### src/include/cluster_defs.svh
// Cluster configuration macros

`ifndef CLUSTER_DEFS_SVH
`define CLUSTER_DEFS_SVH

// Number of summing sockets in the cluster
`define NUM_SOCKETS 4

// Datapath widths
`define WORD_WIDTH 32
`define ADDR_WIDTH 32
`define DCR_ADDR_WIDTH 12

// Base-state DCR window with an exclusive end
`define DCR_BASE_BEGIN 12'h001
`define DCR_BASE_END 12'h004

// Base-state registers
`define DCR_SRC_ADDR 12'h001
`define DCR_COUNT 12'h002
`define DCR_DST_ADDR 12'h003

// Kicks off all sockets
`define DCR_START 12'h004

// Reads one socket may keep in flight
`define MAX_OUTSTANDING 4

`endif
### src/design/cluster_pkg.sv
// Cluster shared types

`include "cluster_defs.svh"

package cluster_pkg;

    // One data word on the memory port
    typedef logic [`WORD_WIDTH-1:0] word_t;

    // Word address
    typedef logic [`ADDR_WIDTH-1:0] addr_t;

    // Configuration register address
    typedef logic [`DCR_ADDR_WIDTH-1:0] dcr_addr_t;

    // Socket index is at least one bit wide
    localparam int SOCK_IDX_WIDTH = (`NUM_SOCKETS > 1) ? $clog2(`NUM_SOCKETS) : 1;

    typedef logic [SOCK_IDX_WIDTH-1:0] sock_idx_t;

    // Memory tag carries the socket index of the requester
    typedef logic [SOCK_IDX_WIDTH-1:0] mem_tag_t;

endpackage

### src/design/cluster.sv
// Compute cluster top level

`timescale 1ns/1ps

`include "cluster_defs.svh"

module cluster import cluster_pkg::*; (
    input  wire       clk,
    input  wire       reset,

    // DCR writes
    input  wire       dcr_write_valid,
    input  dcr_addr_t dcr_write_addr,
    input  word_t     dcr_write_data,

    // Memory request
    output logic      mem_req_valid,
    output logic      mem_req_rw,
    output addr_t     mem_req_addr,
    output word_t     mem_req_data,
    output mem_tag_t  mem_req_tag,
    input  wire       mem_req_ready,

    // Memory response
    input  wire       mem_rsp_valid,
    input  word_t     mem_rsp_data,
    input  mem_tag_t  mem_rsp_tag,

    // Status
    output logic      busy
);

    logic                    sock_dcr_valid;
    dcr_addr_t               sock_dcr_addr;
    word_t                   sock_dcr_data;
    logic [`NUM_SOCKETS-1:0] sock_busy;

    logic [`NUM_SOCKETS-1:0] req_valid;
    logic [`NUM_SOCKETS-1:0] req_rw;
    addr_t                   req_addr [`NUM_SOCKETS];
    word_t                   req_data [`NUM_SOCKETS];
    logic [`NUM_SOCKETS-1:0] req_ready;
    logic [`NUM_SOCKETS-1:0] rsp_valid;
    word_t                   rsp_data;

    cluster_ctrl ctrl (
        .clk             (clk),
        .reset           (reset),
        .dcr_write_valid (dcr_write_valid),
        .dcr_write_addr  (dcr_write_addr),
        .dcr_write_data  (dcr_write_data),
        .sock_dcr_valid  (sock_dcr_valid),
        .sock_dcr_addr   (sock_dcr_addr),
        .sock_dcr_data   (sock_dcr_data),
        .sock_busy       (sock_busy),
        .busy            (busy)
    );

    // One summing engine per socket index
    for (genvar i = 0; i < `NUM_SOCKETS; i++) begin : g_sockets
        socket #(
            .SOCKET_ID (i)
        ) sock (
            .clk       (clk),
            .reset     (reset),
            .dcr_valid (sock_dcr_valid),
            .dcr_addr  (sock_dcr_addr),
            .dcr_data  (sock_dcr_data),
            .req_valid (req_valid[i]),
            .req_rw    (req_rw[i]),
            .req_addr  (req_addr[i]),
            .req_data  (req_data[i]),
            .req_ready (req_ready[i]),
            .rsp_valid (rsp_valid[i]),
            .rsp_data  (rsp_data),
            .busy      (sock_busy[i])
        );
    end

    mem_arb arb (
        .clk           (clk),
        .reset         (reset),
        .req_valid     (req_valid),
        .req_rw        (req_rw),
        .req_addr      (req_addr),
        .req_data      (req_data),
        .req_ready     (req_ready),
        .mem_req_valid (mem_req_valid),
        .mem_req_rw    (mem_req_rw),
        .mem_req_addr  (mem_req_addr),
        .mem_req_data  (mem_req_data),
        .mem_req_tag   (mem_req_tag),
        .mem_req_ready (mem_req_ready),
        .mem_rsp_valid (mem_rsp_valid),
        .mem_rsp_data  (mem_rsp_data),
        .mem_rsp_tag   (mem_rsp_tag),
        .rsp_valid     (rsp_valid),
        .rsp_data      (rsp_data)
    );

endmodule

### src/design/mem_arb.sv
// Round-robin memory request arbiter

`timescale 1ns/1ps

`include "cluster_defs.svh"

module mem_arb import cluster_pkg::*; (
    input  wire                    clk,
    input  wire                    reset,

    // Per-socket requests
    input  wire [`NUM_SOCKETS-1:0] req_valid,
    input  wire [`NUM_SOCKETS-1:0] req_rw,
    input  addr_t                  req_addr [`NUM_SOCKETS],
    input  word_t                  req_data [`NUM_SOCKETS],
    output logic [`NUM_SOCKETS-1:0] req_ready,

    // Shared memory request port
    output logic                   mem_req_valid,
    output logic                   mem_req_rw,
    output addr_t                  mem_req_addr,
    output word_t                  mem_req_data,
    output mem_tag_t               mem_req_tag,
    input  wire                    mem_req_ready,

    // Shared memory response port
    input  wire                    mem_rsp_valid,
    input  word_t                  mem_rsp_data,
    input  mem_tag_t               mem_rsp_tag,

    // Routed responses
    output logic [`NUM_SOCKETS-1:0] rsp_valid,
    output word_t                  rsp_data
);

    sock_idx_t last_q;
    sock_idx_t grant_idx;
    logic      grant_found;
    logic      locked_q;
    sock_idx_t locked_idx_q;

    // Search starts at the socket after the last one served
    always_comb begin
        sock_idx_t cand;
        grant_found = 1'b0;
        grant_idx   = last_q;
        cand        = last_q;
        for (int i = 1; i <= `NUM_SOCKETS; i++) begin
            cand = sock_idx_t'((int'(last_q) + i) % `NUM_SOCKETS);
            if (!grant_found && req_valid[cand]) begin
                grant_found = 1'b1;
                grant_idx   = cand;
            end
        end
        // A stalled request keeps the port until it transfers
        if (locked_q) begin
            grant_found = 1'b1;
            grant_idx   = locked_idx_q;
        end
    end

    assign mem_req_valid = grant_found;
    assign mem_req_rw    = req_rw[grant_idx];
    assign mem_req_addr  = req_addr[grant_idx];
    assign mem_req_data  = req_data[grant_idx];
    assign mem_req_tag   = mem_tag_t'(grant_idx);

    always_comb begin
        for (int i = 0; i < `NUM_SOCKETS; i++) begin
            req_ready[i] = grant_found && mem_req_ready && (grant_idx == sock_idx_t'(i));
            rsp_valid[i] = mem_rsp_valid && (mem_rsp_tag == mem_tag_t'(i));
        end
    end

    assign rsp_data = mem_rsp_data;

    always_ff @(posedge clk) begin
        if (reset) begin
            // Socket 0 goes first after reset
            last_q   <= sock_idx_t'(`NUM_SOCKETS - 1);
            locked_q <= 1'b0;
        end else begin
            if (mem_req_valid && mem_req_ready) begin
                last_q <= grant_idx;
            end
            locked_q <= mem_req_valid && !mem_req_ready;
        end
    end

    always_ff @(posedge clk) begin
        locked_idx_q <= grant_idx;
    end

endmodule

### src/design/socket.sv
// Summing socket engine

`timescale 1ns/1ps

`include "cluster_defs.svh"

module socket import cluster_pkg::*; #(
    parameter int SOCKET_ID = 0
) (
    input  wire        clk,
    input  wire        reset,

    // Configuration writes
    input  wire        dcr_valid,
    input  dcr_addr_t  dcr_addr,
    input  word_t      dcr_data,

    // Memory request
    output logic       req_valid,
    output logic       req_rw,
    output addr_t      req_addr,
    output word_t      req_data,
    input  wire        req_ready,

    // Read response
    input  wire        rsp_valid,
    input  word_t      rsp_data,

    output logic       busy
);

    localparam int OUT_WIDTH = $clog2(`MAX_OUTSTANDING + 1);

    typedef enum logic [1:0] {
        ST_IDLE,
        ST_READ,
        ST_WRITE
    } state_t;

    state_t               state;
    addr_t                src_q;
    word_t                count_q;
    addr_t                dst_q;
    addr_t                rd_addr;
    word_t                rd_left;
    word_t                rsp_left;
    word_t                acc;
    logic [OUT_WIDTH-1:0] outstanding;
    logic                 start;
    logic                 rd_fire;

    assign start = dcr_valid && (dcr_addr == `DCR_START) && (state == ST_IDLE);

    // Read issue stops when all reads are out or the window is full
    assign req_valid = ((state == ST_READ) && (rd_left != '0)
                        && (outstanding < OUT_WIDTH'(`MAX_OUTSTANDING)))
                    || (state == ST_WRITE);
    assign req_rw    = (state == ST_WRITE);
    assign req_addr  = (state == ST_WRITE) ? (dst_q + addr_t'(SOCKET_ID)) : rd_addr;
    assign req_data  = acc;
    assign rd_fire   = req_valid && req_ready && (state == ST_READ);
    assign busy      = (state != ST_IDLE);

    // Base state also updates while running
    always_ff @(posedge clk) begin
        if (dcr_valid) begin
            case (dcr_addr)
                `DCR_SRC_ADDR: src_q   <= dcr_data;
                `DCR_COUNT:    count_q <= dcr_data;
                `DCR_DST_ADDR: dst_q   <= dcr_data;
                default: ;
            endcase
        end
    end

    always_ff @(posedge clk) begin
        if (reset) begin
            state       <= ST_IDLE;
            outstanding <= '0;
        end else begin
            case (state)
                ST_IDLE: begin
                    if (start) begin
                        // Block for this socket starts at src + id * count
                        rd_addr     <= src_q + addr_t'(SOCKET_ID) * count_q;
                        rd_left     <= count_q;
                        rsp_left    <= count_q;
                        acc         <= '0;
                        outstanding <= '0;
                        state       <= (count_q == '0) ? ST_WRITE : ST_READ;
                    end
                end
                ST_READ: begin
                    if (rd_fire) begin
                        rd_addr <= rd_addr + addr_t'(1);
                        rd_left <= rd_left - word_t'(1);
                    end
                    case ({rd_fire, rsp_valid})
                        2'b10:   outstanding <= outstanding + OUT_WIDTH'(1);
                        2'b01:   outstanding <= outstanding - OUT_WIDTH'(1);
                        default: ;
                    endcase
                    if (rsp_valid) begin
                        acc      <= acc + rsp_data;
                        rsp_left <= rsp_left - word_t'(1);
                        if (rsp_left == word_t'(1)) begin
                            state <= ST_WRITE;
                        end
                    end
                end
                ST_WRITE: begin
                    // Sum leaves with this request
                    if (req_ready) begin
                        state <= ST_IDLE;
                    end
                end
                default: state <= ST_IDLE;
            endcase
        end
    end

endmodule

### src/design/cluster_ctrl.sv
// Cluster DCR relay and busy aggregation

`timescale 1ns/1ps

`include "cluster_defs.svh"

module cluster_ctrl import cluster_pkg::*; (
    input  wire                    clk,
    input  wire                    reset,

    // DCR write strobe from outside
    input  wire                    dcr_write_valid,
    input  dcr_addr_t              dcr_write_addr,
    input  word_t                  dcr_write_data,

    // Registered copy shared by all sockets
    output logic                   sock_dcr_valid,
    output dcr_addr_t              sock_dcr_addr,
    output word_t                  sock_dcr_data,

    // Status
    input  wire [`NUM_SOCKETS-1:0] sock_busy,
    output logic                   busy
);

    logic is_base_addr;
    logic is_start_addr;
    logic pass_write;

    // Only base-state writes and the start command reach the sockets
    assign is_base_addr  = (dcr_write_addr >= `DCR_BASE_BEGIN)
                        && (dcr_write_addr < `DCR_BASE_END);
    assign is_start_addr = (dcr_write_addr == `DCR_START);
    assign pass_write    = dcr_write_valid && (is_base_addr || is_start_addr);

    always_ff @(posedge clk) begin
        if (reset) begin
            sock_dcr_valid <= 1'b0;
            busy           <= 1'b0;
        end else begin
            sock_dcr_valid <= pass_write;
            busy           <= |sock_busy;
        end
    end

    // Payload only moves when a write is passed on
    always_ff @(posedge clk) begin
        if (pass_write) begin
            sock_dcr_addr <= dcr_write_addr;
            sock_dcr_data <= dcr_write_data;
        end
    end

endmodule

### config.mk
export PLATFORM = sky130hd
export DESIGN_NAME = cluster
export DESIGN_NICKNAME = d
export VERILOG_FILES = /design/src/design/cluster_pkg.sv /design/src/design/cluster.sv /design/src/design/mem_arb.sv /design/src/design/socket.sv /design/src/design/cluster_ctrl.sv
export VERILOG_INCLUDE_DIRS = /design/src /design/src/include
export SDC_FILE = /design/constraint.sdc
export NUM_CORES = 2
export LEC_CHECK = 0
export BUFFER_PORTS_ARGS = -buffer_cell sky130_fd_sc_hd__buf_2
export CAP_MARGIN = 15
export CORE_MARGIN = 4
export CORE_UTILIZATION = 50
export CTS_CLUSTER_DIAMETER = 120
export DETAILED_ROUTE_END_ITERATION = 12
export PLACE_DENSITY = 0.76
export SLEW_MARGIN = 5
export SYNTH_ARGS = -nofsm -noshare
export SYNTH_HDL_FRONTEND = slang
export SYNTH_SLANG_ARGS = --single-unit
### constraint.sdc
create_clock -name clk -period 11.5 [get_ports clk]
set_clock_uncertainty 0.15 [all_clocks]
set_input_delay 1.15 -clock clk [delete_from_list [all_inputs] [get_ports clk]]
set_output_delay 1.15 -clock clk [all_outputs]
set_load 0.005 [all_outputs]
* Word-level counts from Yosys, hierarchy flattened
Cells that the tools add are included.
Storage, ports and cells: bits in registers 679, input port bits 83, output and inout port bits 69, word-level logic and storage cells 329
Cells by class: $add $sub $neg 34, $mul 1, magnitude comparators 12, equal/unequal tests 55, multiplexer cells 107, bitwise gates (word level) 2, reduce and logical (&&, ||, !) cells 84
Operators by type and width (count):
- $mux 32 | 36
- $pmux 32 s2 | 16
- $sub 32x1->32 const B | 8
- $add 32x32->32 | 7
- $add 32x1->32 const B | 5
- $bmux 32 s2 | 2
- $eq 32x1->1 const B | 4
- $reduce_bool 32->1 | 4
- $add 32x2->32 const B | 2
- $pmux 3 s2 | 8
- $reduce_and 4->1 | 12
- $mux 2 | 22
- $logic_and 1x1->1 | 36
- $logic_not 32->1 | 1
- $mul 2x32->32 const A | 1
- $eq 12x2->1 const B | 2
- $eq 12x3->1 const B | 2
- $eq 2x2->1 const B | 12
- $ne 2x1->1 const B | 12
- $pmux 2 s3 | 4
- $eq 2x1->1 const B | 10
- $ne 2x2->1 const B | 8
- $reduce_bool 2->1 | 8
- $lt 2x3->1 const B | 5
- 21 further kinds | 68

* Longest topological paths before layout
word-level depth 24, depth in mapped cells 18, gate-level depth less buffers 18

* Hierarchy
Synthesis repeated with hierarchy kept, for this count alone.
Second synthesis, totals: cell total of the unflattened synthesis 5484, area total of the unflattened synthesis 58059.4 µm²
By module, submodules not included:
- socket (g_sockets[3].sock) | times used 1, cells each 1421, area an instance 14639.0 µm²
- socket (g_sockets[1].sock) | times used 1, cells each 1349, area an instance 13777.0 µm²
- socket (g_sockets[2].sock) | times used 1, cells each 1318, area an instance 13616.8 µm²
- socket (g_sockets[0].sock) | times used 1, cells each 1039, area an instance 11820.1 µm²
- mem_arb | times used 1, cells each 301, area an instance 2767.7 µm²
- cluster_ctrl | times used 1, cells each 56, area an instance 1438.9 µm²

* Worst setup path before layout
OpenSTA, ideal clock, no wires.
path type reg-to-reg, start point reg g_sockets[3].sock.rd_left[0], end point reg g_sockets[2].sock.rd_addr[0] (enable), data arrival time 7446 ps, slack 3320 ps, stages on the path, launching flop included 14, path buffers 1, clock period less this slack 8180 ps, path through edfxtp_1 -> inv_1 -> ha_1 -> or3b_2 -> or4_1 -> nor4_4 -> a21oi_2 -> a31oi_1 -> and4_1 -> buf_4 -> a22o_1 -> and3_1 -> nand3_1 -> a21boi_0
On the way: cells in the longest elaborated chain, start to end 23
Ends and longest elaborated chain:
- from (decl) | line socket.sv:45 | word_t rd_left;
- from (signal assigned) | line socket.sv:86 | rd_left <= count_q;
- from (signal assigned) | line socket.sv:96 | rd_left <= rd_left - word_t'(1);
- $reduce_bool 32->1 (*) | line socket.sv:55 | assign req_valid = ((state == ST_READ) && (rd_left != '0)
- $logic_and 1x1->1 (*) (2 in series) | line socket.sv:55
- $logic_or 1x1->1 (*) | line socket.sv:55
- $bmux 1 s2 | line mem_arb.sv:50 | if (!grant_found && req_valid[cand]) begin
- $mux 1 (not written as such) | line mem_arb.sv:50
- $mux 1 | line mem_arb.sv:50
- $logic_not 1->1 | line mem_arb.sv:50
- $logic_and 1x1->1 | line mem_arb.sv:50
- [... 5 more ...]
- $logic_and 1x1->1 | line mem_arb.sv:50
- $mux 2 / $mux 1 (equally long branches) | line mem_arb.sv:50
- $mux 2 / $mux 1 (equally long branches) | line mem_arb.sv:56 | if (locked_q) begin
- $eq 2x2->1 / $logic_and 1x1->1 (equally long branches) | line mem_arb.sv:70 | req_ready[i] = grant_found && mem_req_ready && (grant_idx == sock_idx_t'(i));
- $logic_and 1x1->1 (*) | line mem_arb.sv:70
- $logic_and 1x1->1 (*) (2 in series) | line socket.sv:61 | assign rd_fire = req_valid && req_ready && (state == ST_READ);
- $ne 2x1->1 (no line) (*)
- $reduce_and 4->1 (no line) (*)
- to (signal assigned) | line socket.sv:85 | rd_addr <= src_q + addr_t'(SOCKET_ID) * count_q;
- to (signal assigned) | line socket.sv:95 | rd_addr <= rd_addr + addr_t'(1);
- to (decl) | line socket.sv:44 | addr_t rd_addr;
Mark *: on every way between the ends. The rest lies on a longest branch, timed or not. The select of a mux whose other input is x is not followed. A chain may end at the register's enable or synchronous reset.

* Worst setup path after layout
start point reg g_sockets[1].sock.rd_left[0], end point out mem_req_data[2]
On the way: cells in the longest elaborated chain, start to end 21
Ends and longest elaborated chain:
- from (decl) | line socket.sv:45
- from (signal assigned) | line socket.sv:86
- from (signal assigned) | line socket.sv:96
- $reduce_bool 32->1 (*) | line socket.sv:55
- $logic_and 1x1->1 (*) (2 in series) | line socket.sv:55
- $logic_or 1x1->1 (*) | line socket.sv:55
- $bmux 1 s2 | line mem_arb.sv:50
- $mux 1 (not written as such) | line mem_arb.sv:50
- $mux 1 | line mem_arb.sv:50
- $logic_not 1->1 | line mem_arb.sv:50
- $logic_and 1x1->1 | line mem_arb.sv:50
- [... 3 more ...]
- $mux 1 | line mem_arb.sv:50
- $logic_not 1->1 | line mem_arb.sv:50
- $logic_and 1x1->1 | line mem_arb.sv:50
- $mux 2 (*) | line mem_arb.sv:50
- $mux 2 (*) | line mem_arb.sv:56
- $not 2->3 (not written as such) (*) | line mem_arb.sv:65 | assign mem_req_data = req_data[grant_idx];
- $bmux 32 s2 (*) | line mem_arb.sv:65
- $mux 32 (not written as such) (*) (2 in series) | line mem_arb.sv:65
- to (decl) | line cluster.sv:20 | output word_t mem_req_data,
Marked as above.

==> results.md <==
Global routing:
- The initial antenna violation count was 6.
- For this run, global-route usage on met2 was measured as 42.7%.
- The total track usage is 28.2%.
- The pin count of the biggest net entering global routing is 101.
- Summed over all layers, the global routing overflow is 0.
- For this run, global-route usage on met1 was measured as 39.4%.
- The met3 track demand over resource in global routing is 6.12%.
- The layer with the highest usage after global routing is met2.
- The wire length of the first global-routing pass is 218000 um.
- The via count of the first global-routing pass is 37574.

Critical path:
- In this run the worst path has a maximum fanout of 60.
- The startpoint kind of the worst setup timing path is a flip-flop.
- At the worst endpoint, the arrival time is 5.57 ns.
- The kind of cell with the highest combined delay along the critical path is buffers and inverters.
- The critical path contains buffers and inverters numbering 4 combined.
- The startpoint-to-endpoint class of the critical path is reg -> out.
- The capturing element type of the critical path is a primary output.
- The critical path's most frequent cell is sky130_fd_sc_hd__buf_4.
- The worst setup path startpoint is g_sockets[1].sock.rd_left[0]$_DFFE_PP_.
- The startpoint identified for the worst register-to-register timing path is g_sockets[1].sock.rd_left[0]$_DFFE_PP_.
- The delay of the slowest critical-path stage is 0.70 ns.
- The cell with the largest stage delay on the worst path is sky130_fd_sc_hd__buf_4.
- The signal on the critical path passes through inv_1, ha_1, nor3b_1, and4bb_1, nand4b_1, o21a_1, nor4_4, a31oi_2, o21ai_4, buf_4, buf_4, mux2i_1, a221oi_2, buf_2.
- The endpoint required time on the critical path is 10.20 ns.

Die:
- The row count is 112.
- The width of the die is 316 um.
- The full die area is 100000 um2.
- The height of the chip is 316 um.
- The initial core utilization is 50.7%.
- The core region is 93900 um2.
- Pin placement for this block handled 152 I/O pins.

Timing:
- After routing, the total negative slack on setup checks comes to 0 ns.
- The worst path needs 6.87 ns of the cycle, external delays included.
- The hold violation count in the final report is 0.
- Dividing the final minimum period by the clock period gives 59.7%.
- Setup violations remaining at the end of the flow were counted as 0.
- The worst slew margin relative to its limit is 23.3%.
- The transition time at the pin with the least slew margin is 1.15 ns.
- The maximum achievable frequency is 0.146 GHz.
- Setup repair after global routing left no endpoint under its margin.
- The max-slew violation count is 0.

Clocking:
- TritonCTS built the clock tree.
- CTS built an H-tree with a depth of 3.
- Counting along the longest clock path gives a buffer depth of 3.
- Counting the buffers created by CTS gives 77.
- The clock transition at the registers of the reported paths is 0.06 ns.
- The sink count of the clock tree is 679.
- Clock tree synthesis selected as its root buffer the cell sky130_fd_sc_hd__clkbuf_16.
- Post-CTS repair changed the size of 0 cells.
- The clock latency of the later-clocked register in the worst-skew pair is 0.66 ns.
- The number of buffers inserted by post-CTS setup repair is 0.
- The count of hold buffers inserted by post-cts repair is 0.

Route:
- The number of DRC violations after detailed routing is 0.
- The count of nets left with antenna violations once routing finished came out at 0.
- The via density per instance is 6.19.
- After detailed routing, the average wire length per cell comes to 22.3 um.
- For this block, the via count after detailed routing is 40056.
- The first TritonRoute pass finished after 6 iterations.
- The DRC marker count from the first detailed-route iteration is 4468.
- The routed wire length is 144000 um.

Status:
- The run finished with clean final reports.

Layout:
- The post-route non-filler standard cell count is 6473.
- The ratio of cells with drive above 1 in the final layout is 8.32%.
- Once layout is done, the placed cells without fillers occupy 52200 um2.
- The end-of-flow core utilization is 55.6%.
- The number of nets in the finished design is 5530.
- The area growth from synthesis to layout is 9.71%.
- The total of fill cells in the finished design is 8234.

Logic synthesis:
- sky130_fd_sc_hd__edfxtp_1 takes more of the synthesized area than any other cell.
- Counting flops with an async set or reset pin after synthesis yields a share of 0%.
- Among all flip-flop cells after synthesis, the most frequent one is sky130_fd_sc_hd__edfxtp_1.
- The synthesized area is 47600 um2.
- Counting flops and latches in the post-synthesis netlist gives 679.
- In the post-synthesis netlist, the biggest area contributors are sky130_fd_sc_hd__edfxtp_1 (41%), sky130_fd_sc_hd__ha_1 (6.7%), sky130_fd_sc_hd__xnor2_1 (6.0%).
- The number of warnings issued by yosys is 0.
- The count of unique library cells instantiated by Yosys is 89.
- The number of enable flip-flop cells after synthesis is 652.
- The number of nets in the synthesized netlist is 5436.
- The average size of a mapped cell is 9.41 um2.
- After technology mapping, the gate count stands at 5057.
- The top-area cell type share of the netlist area is 41.2%.
- The register area share after synthesis is 42.3%.

Place:
- The number of instances in the placed design is 6326.
- The count of buffers added on input and output ports is 151.
- Summing all placed instances gives a cell area of 49700 um2.
- The post-detailed-placement half-perimeter wirelength is 104000 um.
- The congestion estimate from routability-driven global placement came to 0.998.

Pwr:
- The post-layout total power is 6.76 mW.
- In this run the power density over the cells is 130 nW/um2.
- The maximum ir drop on the vdd rail is 0.151 mV.
- The leakage component of the power is 18.9 nW.

Flow run:
- Across the run, the number of max-cap violations was 0.

Min path:
- The class of the tightest hold or removal check is reg -> reg.
- In this run the most critical hold path is launched from ctrl.sock_dcr_data[11]$_DFFE_PP_.
-- cell usage after synthesis (30+ instances only) --
| cell type | number |
|---|---|
| sky130_fd_sc_hd__nor3_1 | 170 |
| sky130_fd_sc_hd__a221oi_1 | 32 |
| sky130_fd_sc_hd__inv_1 | 131 |
| sky130_fd_sc_hd__a211oi_1 | 41 |
| sky130_fd_sc_hd__xor2_1 | 257 |
| sky130_fd_sc_hd__a21oi_1 | 487 |
| sky130_fd_sc_hd__or3_1 | 30 |
| sky130_fd_sc_hd__ha_1 | 255 |
| sky130_fd_sc_hd__a31oi_1 | 43 |
| sky130_fd_sc_hd__nor2b_1 | 40 |
| sky130_fd_sc_hd__o21a_1 | 52 |
| sky130_fd_sc_hd__nor2_1 | 583 |
| sky130_fd_sc_hd__nand3_1 | 118 |
| sky130_fd_sc_hd__clkbuf_1 | 156 |
| sky130_fd_sc_hd__nand2_1 | 543 |
| sky130_fd_sc_hd__and3_1 | 64 |
| sky130_fd_sc_hd__or4_1 | 30 |
| sky130_fd_sc_hd__o31ai_1 | 30 |
| sky130_fd_sc_hd__nand2b_1 | 67 |
| sky130_fd_sc_hd__o21ai_0 | 291 |
| sky130_fd_sc_hd__mux2i_1 | 46 |
| sky130_fd_sc_hd__xnor2_1 | 327 |
| sky130_fd_sc_hd__fa_1 | 41 |
| sky130_fd_sc_hd__edfxtp_1 | 652 |
| sky130_fd_sc_hd__nor4_1 | 67 |
| sky130_fd_sc_hd__nand4_1 | 47 |
| sky130_fd_sc_hd__a21o_1 | 83 |
-- logic make-up after synthesis --
group | share of synthesized area (%)
and+or+nand+nor | 18.8
AOI/OAI and AO/OA | 16.0
DFF | 42.3
xor gates and xnor gates | 10.8
buffers and inverters | 2.79
adders and majority gates | 8.43
muxes | 0.968
-- cells in the final DEF (no fill, tap or decap), types with 25 or more instances in the layout --
master                      count
sky130_fd_sc_hd__a21oi_1      485
sky130_fd_sc_hd__edfxtp_1     652
sky130_fd_sc_hd__o21a_1        52
sky130_fd_sc_hd__nor3_1       168
sky130_fd_sc_hd__xnor2_1      327
sky130_fd_sc_hd__nor2b_1       36
sky130_fd_sc_hd__or4_1         30
sky130_fd_sc_hd__and3_1        64
sky130_fd_sc_hd__nand2_1      542
sky130_fd_sc_hd__nand3_1      118
sky130_fd_sc_hd__dfxtp_1       27
sky130_fd_sc_hd__inv_1        131
sky130_fd_sc_hd__and2_1        25
sky130_fd_sc_hd__xor2_1       257
sky130_fd_sc_hd__o31ai_1       30
sky130_fd_sc_hd__buf_2        151
sky130_fd_sc_hd__o21ai_0      291
sky130_fd_sc_hd__buf_4         64
sky130_fd_sc_hd__fa_1          41
sky130_fd_sc_hd__a211oi_1      38
sky130_fd_sc_hd__mux2i_1       46
sky130_fd_sc_hd__a31oi_1       43
sky130_fd_sc_hd__nor4_1        66
sky130_fd_sc_hd__ha_1         255
sky130_fd_sc_hd__or3_1         30
sky130_fd_sc_hd__nand2b_1      61
sky130_fd_sc_hd__clkbuf_16     78
sky130_fd_sc_hd__nand4_1       47
sky130_fd_sc_hd__nor2_1       579
sky130_fd_sc_hd__a21o_1        83
sky130_fd_sc_hd__a221oi_1      32
sky130_fd_sc_hd__a221oi_2      25
-- flip-flops by register name, indices dropped and copies added (netlist names), 32 cells and up --
signal / count
g_sockets.sock.count_q: 32
g_sockets.sock.rd_left: 128
g_sockets.sock.dst_q: 32
ctrl.sock_dcr_data: 32
g_sockets.sock.req_data: 128
g_sockets.sock.rd_addr: 128
g_sockets.sock.src_q: 32
g_sockets.sock.rsp_left: 128
-- worst paths after layout --
check	end	slack (ns)	cells after the start
worst max-delay path	mem_req_data[2]	4.63	14
worst min-delay path	g_sockets[1].sock.dst_q[11]$_DFFE_PP_	0.31	0
worst max register to register	g_sockets[3].sock.rd_addr[9]$_DFFE_PP_	5.35	13
worst min register to register	g_sockets[1].sock.dst_q[11]$_DFFE_PP_	0.31	0
-- per-layer routing --
metal / up-vias / routed length [um]
met5: - / 13
met4: 2 / 6450
met3: 311 / 16800
met2: 2054 / 61800
met1: 19007 / 59400
li1: 18682 / -
-- through the flow --
stage / setup WS (ns) / hold WS (ns)
2_1_floorplan: 3.32 / 0.290
3_3_place_gp: 5.53 / 0.297
3_5_place_dp: 5.35 / 0.305
4_1_cts: 4.64 / 0.319
5_1_grt: 4.28 / 0.335
6_report: 4.63 / 0.313
-- where the power goes --
group	internal [mW]	switching (mW)	leakage [nW]
Sequential	2.70	0.0211	6.11
Clock	1.42	1.05	1.20
Combinational	0.571	1.00	11.5
-- final cells by class --
type	count	area, um2	share of cell area (%)
Antenna cell	5	12.5	0.0240
Clock buffer	106	2100	4.02
Clock inverter	36	372	0.712
Inverter	131	492	0.942
Multi-Input combinational cell	4047	26300	50.4
Sequential cell	679	20100	38.6
Tap cell	1254	1570	3.01
Timing Repair Buffer	215	1240	2.37
Note: power is estimated with default switching activity, not from simulation.
